==> config.mk <==
export PLATFORM = sky130hd
export DESIGN_NAME = fpu_cvt
export DESIGN_NICKNAME = d
export VERILOG_FILES = /design/src/verilog/fpu_cvt_pkg.sv /design/src/verilog/fpu_clz.sv /design/src/verilog/fpu_cvt.sv /design/src/verilog/fpu_f2i.sv /design/src/verilog/fpu_i2f.sv
export SDC_FILE = /design/constraint.sdc
export NUM_CORES = 1
export LEC_CHECK = 0
export CORE_ASPECT_RATIO = 1.4
export CORE_MARGIN = 8
export CORE_UTILIZATION = 35
export CTS_CLUSTER_DIAMETER = 100
export DETAILED_ROUTE_END_ITERATION = 8
export DONT_BUFFER_PORTS = 1
export RECOVER_POWER = 100
export SKIP_CTS_REPAIR_TIMING = 1
export SLEW_MARGIN = 20
export SYNTH_ARGS = -nofsm -noshare
export SYNTH_HDL_FRONTEND = slang
export SYNTH_SLANG_ARGS = --single-unit
==> constraint.sdc <==
create_clock -name clk_i -period 11.2 [get_ports clk_i]
set_input_delay 1.68 -clock clk_i [delete_from_list [all_inputs] [get_ports clk_i]]
set_output_delay 1.68 -clock clk_i [all_outputs]
set_load 0.05 [all_outputs]
==> src/verilog/fpu_cvt_pkg.sv <==
`default_nettype none

package fpu_cvt_pkg;

  // requested conversion direction
  typedef enum logic {
    op_i2f = 1'b0,
    op_f2i = 1'b1
  } cvt_op_e;

  // exception flags returned with every result
  typedef struct packed {
    // nan or inf input, or f2i out of range
    logic invalid;
    // result differs from the exact value
    logic inexact;
  } cvt_flags_t;

  // shift counts, enough for words up to 64 bits
  typedef logic [5:0] shamt_t;

endpackage

`default_nettype wire

==> src/verilog/fpu_clz.sv <==
`default_nettype none
`timescale 1ns/1ps

module fpu_clz
  import fpu_cvt_pkg::*;
#(
  parameter int width_p = 32
) (
  input  wire [width_p-1:0] i,
  output shamt_t            num_zero_o
);

  // search runs on a power-of-two window
  localparam int levels_lp = $clog2(width_p);
  localparam int pow2_lp = 1 << levels_lp;

  logic [width_p+pow2_lp-1:0] ext;
  logic [pow2_lp-1:0] padded;
  logic [pow2_lp-1:0] win;
  shamt_t cnt;

  // pad below the lsb with ones, so all-zero input stops at width_p
  assign ext = {i, {pow2_lp{1'b1}}};
  assign padded = ext[width_p+pow2_lp-1 -: pow2_lp];

  always_comb begin
    win = padded;
    cnt = '0;
    // halve the window each step, window kept at the top of win
    for (int lvl = levels_lp - 1; lvl >= 0; lvl--) begin
      // upper half empty, so count it and move to the lower half
      if ((win >> (pow2_lp - (1 << lvl))) == '0) begin
        cnt = cnt + shamt_t'(1 << lvl);
        win = win << (1 << lvl);
      end
    end
    // last single bit
    if (!win[pow2_lp-1]) begin
      cnt = cnt + 1'b1;
    end
  end

  assign num_zero_o = cnt;

endmodule

`default_nettype wire

==> src/verilog/fpu_cvt.sv <==
`default_nettype none
`timescale 1ns/1ps

module fpu_cvt
  import fpu_cvt_pkg::*;
#(
  parameter int e_p = 8,
  parameter int m_p = 23,
  localparam int width_lp = e_p + m_p + 1
) (
  input  wire                 clk_i,
  input  wire                 reset_i,
  input  wire                 en_i,

  input  wire                 v_i,
  input  wire cvt_op_e        op_i,
  input  wire                 signed_i,
  input  wire  [width_lp-1:0] a_i,
  output logic                ready_o,

  output logic                v_o,
  output logic [width_lp-1:0] z_o,
  output cvt_flags_t          flags_o,
  input  wire                 yumi_i
);

  logic i2f_sel, i2f_free, f2i_free;
  logic i2f_v_li, i2f_ready_lo, i2f_v_lo, i2f_yumi_li;
  logic f2i_v_li, f2i_ready_lo, f2i_v_lo, f2i_yumi_li;
  logic [width_lp-1:0] i2f_z_lo, f2i_z_lo;
  cvt_flags_t i2f_flags_lo, f2i_flags_lo;

  assign i2f_sel = (op_i == op_i2f);

  // one op kind in flight, unless the other result leaves this edge
  assign i2f_free = ~f2i_v_lo | yumi_i;
  assign f2i_free = ~i2f_v_lo | yumi_i;

  // steer request by op
  assign i2f_v_li = v_i & i2f_sel & i2f_free;
  assign f2i_v_li = v_i & ~i2f_sel & f2i_free;
  assign ready_o = i2f_sel ? (i2f_ready_lo & i2f_free) : (f2i_ready_lo & f2i_free);

  fpu_i2f #(
    .e_p(e_p),
    .m_p(m_p)
  ) i2f_inst (
    .clk_i   (clk_i),
    .reset_i (reset_i),
    .en_i    (en_i),
    .v_i     (i2f_v_li),
    .signed_i(signed_i),
    .a_i     (a_i),
    .ready_o (i2f_ready_lo),
    .v_o     (i2f_v_lo),
    .z_o     (i2f_z_lo),
    .flags_o (i2f_flags_lo),
    .yumi_i  (i2f_yumi_li)
  );

  fpu_f2i #(
    .e_p(e_p),
    .m_p(m_p)
  ) f2i_inst (
    .clk_i   (clk_i),
    .reset_i (reset_i),
    .en_i    (en_i),
    .v_i     (f2i_v_li),
    .signed_i(signed_i),
    .a_i     (a_i),
    .ready_o (f2i_ready_lo),
    .v_o     (f2i_v_lo),
    .z_o     (f2i_z_lo),
    .flags_o (f2i_flags_lo),
    .yumi_i  (f2i_yumi_li)
  );

  // merge result side, at most one holder
  assign v_o = i2f_v_lo | f2i_v_lo;
  assign z_o = f2i_v_lo ? f2i_z_lo : i2f_z_lo;
  assign flags_o = f2i_v_lo ? f2i_flags_lo : i2f_flags_lo;
  assign i2f_yumi_li = yumi_i & i2f_v_lo;
  assign f2i_yumi_li = yumi_i & f2i_v_lo;

  // ordering gate keeps the two stages exclusive
  valid_exclusive_a: assert property (
    @(posedge clk_i) disable iff (reset_i) !(i2f_v_lo && f2i_v_lo)
  );

endmodule

`default_nettype wire

==> src/verilog/fpu_f2i.sv <==
`default_nettype none
`timescale 1ns/1ps

module fpu_f2i
  import fpu_cvt_pkg::*;
#(
  parameter int e_p = 8,
  parameter int m_p = 23,
  localparam int width_lp = e_p + m_p + 1
) (
  input  wire                 clk_i,
  input  wire                 reset_i,
  input  wire                 en_i,

  input  wire                 v_i,
  input  wire                 signed_i,
  input  wire  [width_lp-1:0] a_i,
  output logic                ready_o,

  output logic                v_o,
  output logic [width_lp-1:0] z_o,
  output cvt_flags_t          flags_o,
  input  wire                 yumi_i
);

  localparam int bias_lp = (1 << (e_p - 1)) - 1;
  // exponent where the integer part fills the whole word
  localparam int exp_top_lp = bias_lp + width_lp - 1;
  localparam logic [width_lp-1:0] smax_lp = {1'b0, {(width_lp-1){1'b1}}};
  localparam logic [width_lp-1:0] smin_lp = {1'b1, {(width_lp-1){1'b0}}};

  logic v_r;
  logic accept;

  assign v_o = v_r;
  assign ready_o = en_i & (~v_r | yumi_i);
  assign accept = v_i & ready_o;

  // front half unpacks the word
  logic sign;
  logic [e_p-1:0] exp;
  logic [m_p-1:0] man;
  logic exp_max;
  logic nan;
  logic inf;
  logic below_one;
  logic nz;
  logic ovf;
  logic in_range;
  logic neg_uns;
  logic sat;
  shamt_t shamt;

  assign sign = a_i[width_lp-1];
  assign exp = a_i[width_lp-2 -: e_p];
  assign man = a_i[m_p-1:0];

  // classify
  assign exp_max = &exp;
  assign nan = exp_max & (|man);
  assign inf = exp_max & ~(|man);
  // magnitude below one covers zero and denormals
  assign below_one = int'(exp) < bias_lp;
  assign nz = |a_i[width_lp-2:0];

  always_comb begin
    if (signed_i) begin
      // only -2^(w-1) is legal at the top exponent
      ovf = (int'(exp) > exp_top_lp) ||
            ((int'(exp) == exp_top_lp) && !(sign && (man == '0)));
    end else begin
      ovf = int'(exp) > exp_top_lp;
    end
  end

  // negative to unsigned with magnitude at least one
  assign neg_uns = ~signed_i & sign & ~nan & ~below_one;
  assign sat = nan | (~neg_uns & (inf | ovf));

  // right shift that drops the fraction bits
  assign in_range = ~below_one & (int'(exp) <= exp_top_lp);
  assign shamt = in_range ? shamt_t'(exp_top_lp - int'(exp)) : '0;

  // stage register
  logic sat_r;
  logic nan_r;
  logic below_one_r;
  logic neg_uns_r;
  logic nz_r;
  logic neg_r;
  logic signed_r;
  logic [m_p-1:0] man_r;
  shamt_t shamt_r;

  always_ff @(posedge clk_i) begin
    if (reset_i) begin
      v_r <= 1'b0;
    end else if (accept) begin
      v_r <= 1'b1;
    end else if (yumi_i) begin
      v_r <= 1'b0;
    end
  end

  always_ff @(posedge clk_i) begin
    if (accept) begin
      sat_r <= sat;
      nan_r <= nan;
      below_one_r <= below_one;
      neg_uns_r <= neg_uns;
      nz_r <= nz;
      neg_r <= signed_i & sign;
      signed_r <= signed_i;
      man_r <= man;
      shamt_r <= shamt;
    end
  end

  // back half
  logic [width_lp-1:0] aligned;
  logic [width_lp-1:0] shifted;
  logic [width_lp-1:0] trunc;
  logic lost;

  // hidden one on the msb with the fraction below
  assign aligned = {1'b1, man_r, {e_p{1'b0}}};
  assign shifted = aligned >> shamt_r;
  // any bit shifted out makes it inexact
  assign lost = |(aligned & ~({width_lp{1'b1}} << shamt_r));
  assign trunc = neg_r ? -shifted : shifted;

  always_comb begin
    if (sat_r) begin
      if (!signed_r) begin
        z_o = '1;
      end else if (neg_r && !nan_r) begin
        z_o = smin_lp;
      end else begin
        // nan goes to max positive
        z_o = smax_lp;
      end
    end else if (below_one_r || neg_uns_r) begin
      z_o = '0;
    end else begin
      z_o = trunc;
    end
  end

  assign flags_o.invalid = sat_r | neg_uns_r;
  assign flags_o.inexact = below_one_r ? nz_r : (~sat_r & ~neg_uns_r & lost);

  // sink only acks a held result
  yumi_needs_valid_a: assert property (
    @(posedge clk_i) disable iff (reset_i) yumi_i |-> v_o
  );

endmodule

`default_nettype wire

==> src/verilog/fpu_i2f.sv <==
`default_nettype none
`timescale 1ns/1ps

module fpu_i2f
  import fpu_cvt_pkg::*;
#(
  parameter int e_p = 8,
  parameter int m_p = 23,
  localparam int width_lp = e_p + m_p + 1
) (
  input  wire                 clk_i,
  input  wire                 reset_i,
  input  wire                 en_i,

  input  wire                 v_i,
  input  wire                 signed_i,
  input  wire  [width_lp-1:0] a_i,
  output logic                ready_o,

  output logic                v_o,
  output logic [width_lp-1:0] z_o,
  output cvt_flags_t          flags_o,
  input  wire                 yumi_i
);

  localparam int bias_lp = (1 << (e_p - 1)) - 1;
  // biased exponent when the msb of the word is set
  localparam int exp_top_lp = bias_lp + width_lp - 1;

  logic v_r;
  logic accept;

  // single slot, refilled on the edge it drains
  assign v_o = v_r;
  assign ready_o = en_i & (~v_r | yumi_i);
  assign accept = v_i & ready_o;

  // front half
  logic sign;
  logic [width_lp-1:0] mag;
  shamt_t shamt;
  logic zero;

  // negative only when signed and msb set
  assign sign = signed_i & a_i[width_lp-1];
  // min signed value negates to itself, still the right magnitude
  assign mag = sign ? -a_i : a_i;
  assign zero = ~|mag;

  fpu_clz #(
    .width_p(width_lp)
  ) clz_inst (
    .i         (mag),
    .num_zero_o(shamt)
  );

  // stage register
  logic [width_lp-1:0] mag_r;
  shamt_t shamt_r;
  logic sign_r;
  logic zero_r;

  always_ff @(posedge clk_i) begin
    if (reset_i) begin
      v_r <= 1'b0;
    end else if (accept) begin
      v_r <= 1'b1;
    end else if (yumi_i) begin
      v_r <= 1'b0;
    end
  end

  always_ff @(posedge clk_i) begin
    if (accept) begin
      mag_r <= mag;
      shamt_r <= shamt;
      sign_r <= sign;
      zero_r <= zero;
    end
  end

  // back half
  logic [width_lp-1:0] norm;
  logic [m_p-1:0] mant;
  logic round_bit;
  logic sticky;
  logic round_up;
  logic [e_p-1:0] exp;
  logic [width_lp-2:0] rounded;

  // leading one lands on the msb, then drops as hidden bit
  assign norm = mag_r << shamt_r;
  assign mant = norm[width_lp-2 -: m_p];
  // first bit below the mantissa, rest is sticky
  assign round_bit = norm[e_p-1];
  assign sticky = |norm[e_p-2:0];

  assign exp = e_p'(exp_top_lp - int'(shamt_r));

  // nearest even, ties go to even mantissa
  assign round_up = round_bit & (mant[0] | sticky);
  // mantissa carry ripples into the exponent
  assign rounded = {exp, mant} + (width_lp-1)'(round_up);

  assign z_o = zero_r ? '0 : {sign_r, rounded};
  assign flags_o = '{invalid: 1'b0, inexact: round_bit | sticky};

  // sink only acks a held result
  yumi_needs_valid_a: assert property (
    @(posedge clk_i) disable iff (reset_i) yumi_i |-> v_o
  );

  // nonzero value always has its leading one inside the word
  shamt_in_word_a: assert property (
    @(posedge clk_i) disable iff (reset_i) (v_r && !zero_r) |-> (int'(shamt_r) < width_lp)
  );

endmodule

`default_nettype wire
==> flow_summary.ini <==
[global_routing]
grt_usage = 0.199
grt_pass1_vias = 8809
antenna_found_initial = 0
grt_max_degree = 54
grt_pass1_wl_mm = 53.1
grt_overflow = 0

[sta]
maxSlewViolCount = 134
hold_violations = 0
finalWorstPathRequiredPeriod_ns = 8.74
rsz0062_at_grt = no
skew_ns = 0.00543
finalCritPeriodShare = 0.780
setup_violations = 0
relSlewSlack = -0.470
fmax_ghz = 0.114
worstMarginPinSlew_ns = 2.20
fin_setup_tns_ns = 0
fin_ws_ns = 2.46

[clock_network]
tritoncts = done
path_clk_slew_ns = 0.06
cts_sinks = 77
cts-root-buf = clkbuf_16
clk_path_buf_depth = 2
htree_levels = 3
clk_latency_ns = 0.34
cts_buffers = 9

[yosys]
syn_nets = 1167
synth_seq_cells = 77
synth_edf_count = 75
syn_area_mm2 = 0.00996
ys.flop_type = edfxtp_1
async_reset_ff_frac = 0
yosys_warnings = 0
ys_seq_area_frac = 0.230
synth_cells = 1116
synth.distinct_cells = 85
syn_avg_cell_area_um2 = 8.93

[job]
cap_viol_max_count = 7

[setup_path]
cp.arrival_ns = 7.06
cpPeakStageDelay_ns = 1.54
start_kind = flip-flop
required_ns = 9.52
timing.critical_path.buf_inv = 2
cp-startpoint = f2i_inst.shamt_r[2]
crit_chain = clkbuf_1 -> inv_1 -> mux4_2 -> nand2_2 -> nand4_2 -> or2_4 -> or4_4 -> nor2_4 -> and4_1 -> mux2i_1 -> o21ai_0
path_class = flip-flop to output port
cp_max_fo = 46
rr_startpoint = f2i_inst.v_o
endpoint_kind = output port
cp_top_family = buffers and inverters
slowest_stage = clkbuf_1

[hold_path]
hold_path.class = flip-flop to flip-flop
hp-start = i2f_inst.v_o

[detailed_routing]
totalWireLength_mm = 34.6
num_vias = 9295
first_pass_iters = 5
drc = 0
ant_nets = 0
wl_per_cell_um = 24.0
drtIter0Drc = 946
viasPerCell = 6.45

[floorplan]
die_h_um = 216
pin_count = 75
die_width_um = 159
start_util = 0.353
die-area_mm2 = 0.0342
std_cell_rows = 73
coreArea_mm2 = 0.0282

[pwr]
intPower_uw = 604
sequentialPowerShare = 0.382
clockPowerShare = 0.332
power_density_mw_per_mm2 = 87.1
p_comb_frac = 0.285
netSwitchingFraction = 0.334
p_total_uw = 907
vdd_ir_drop_max_uv = 74.0
leakagePower_nw = 3.36
p_sw_uw = 303

[outcome]
outcome = complete, but fails checks
violations = capacitance limit, slew limit

[placement]
gp_congestion = 0.931
preCtsSetupSlack_ns = 4.72
io_buffers = 0
dp_hpwl_mm = 27.0

[finish]
nFillCells = 2907
area_growth_pct = 4.56
mostFrequentLayoutCells = 106 x nand2_1, 103 x nor2_1, 75 x edfxtp_1
layout-drive-gt1-share = 0.133
fin_nets = 1111
mostFrequentLayoutCell = nand2_1
-- path summary, 6_finish.rpt --
check	endpoint	slack [ns]	depth (start not counted)
max	z_o[31]	2.46	11
min	i2f_inst.v_o	0.51	2
max reg2reg	i2f_inst.mag_r[17]	7.17	5
min reg2reg	i2f_inst.v_o	0.51	2
-- synth_stat cells (all sizes together) (6+ instances only) --
cell type / count / area [µm²]
nand4: 21 / 138
o31ai: 12 / 100
o21a: 8 / 60.1
a31oi: 15 / 93.8
o41ai: 7 / 61.3
xnor2: 48 / 420
o211ai: 10 / 75.1
clkbuf: 42 / 158
mux2: 24 / 270
a21oi: 64 / 320
nand2: 107 / 404
o21ai: 54 / 270
buf: 36 / 205
mux2i: 40 / 400
o22ai: 6 / 37.5
and3: 13 / 81.3
nor3: 34 / 175
inv: 34 / 128
nor2: 104 / 398
a21o: 7 / 52.6
o221ai: 13 / 114
nand2b: 10 / 62.6
nor2b: 12 / 75.1
edfxtp: 75 / 2250
a22oi: 8 / 60.1
a32oi: 6 / 60.1
nor4: 17 / 146
ha: 12 / 150
nand3: 41 / 205
or3: 10 / 62.6
a211oi: 10 / 75.1
xor2: 38 / 333
mux4: 71 / 1600
or2: 13 / 83.8
and2: 11 / 68.8
-- state kept, by name, indices dropped and copies added (netlist names) --
register	cells
i2f_inst.sign_r	1
f2i_inst.neg_uns_r	1
i2f_inst.v_o	1
i2f_inst.mag_r	31
f2i_inst.neg_r	1
f2i_inst.below_one_r	1
f2i_inst.sat_r	1
f2i_inst.nz_r	1
i2f_inst.shamt_r	6
f2i_inst.shamt_r	6
f2i_inst.nan_r	1
f2i_inst.signed_r	1
f2i_inst.man_r	23
f2i_inst.v_o	1
i2f_inst.zero_r	1
-- worst reg2reg max path, delay by kind of cell (launching register included) --
| kind | cells | cell delay (ns) |
|---|---|---|
| DFF | 1 | 0.53 |
| buffers and inverters | 1 | 1.10 |
| AOI/OAI and AO/OA | 1 | 0.62 |
| and+or+nand+nor | 3 | 1.37 |
-- metrics by stage --
step,hold WS [ns],std cells,utilization,cell area [µm²]
2_1_floorplan,0.457,1116,-,9960
3_3_place_gp,0.469,1423,0.360,10200
3_5_place_dp,0.494,1423,0.360,10200
4_1_cts,0.510,1439,0.371,10500
5_1_grt,0.536,1440,0.369,10400
6_report,0.509,1441,0.369,10400
-- power groups by stage --
stage	logic (mW)	registers [mW]	clock network (mW)
finish	0.259	0.347	0.301
global route	0.278	0.349	0.318
CTS	0.257	0.346	0.308
detailed placement	0.256	0.353	0
global placement	0.255	0.352	0
floorplan	0.208	0.343	0
-- cell families after synthesis --
kind of cell	synth area share
adders and majority gates	0.0161
and+or+nand+nor	0.212
buffers and inverters	0.0504
AOI/OAI and AO/OA	0.188
muxes	0.228
DFF	0.230
xor gates and xnor gates	0.0756
-- layer usage --
metal | track usage | up-vias | share of wire
li1 | - | 4207 | -
met1 | 0.249 | 4548 | 0.40
met2 | 0.321 | 467 | 0.48
met3 | 0.0434 | 73 | 0.084
met4 | 0.0854 | 0 | 0.037
met5 | 0 | - | 0
-- cell type report --
| cell class | count | area, µm² | area share |
|---|---|---|---|
| Sequential cell | 77 | 2290 | 0.220 |
| Inverter | 37 | 139 | 0.0133 |
| Timing Repair Buffer | 11 | 67.6 | 0.00649 |
| Clock buffer | 9 | 225 | 0.0216 |
| Antenna cell | 1 | 2.50 | 0.000240 |
| Multi-Input combinational cell | 924 | 7140 | 0.685 |
| Tap cell | 375 | 469 | 0.0451 |
| Clock inverter | 7 | 80.1 | 0.00769 |
(Power assumes the default switching activity.)
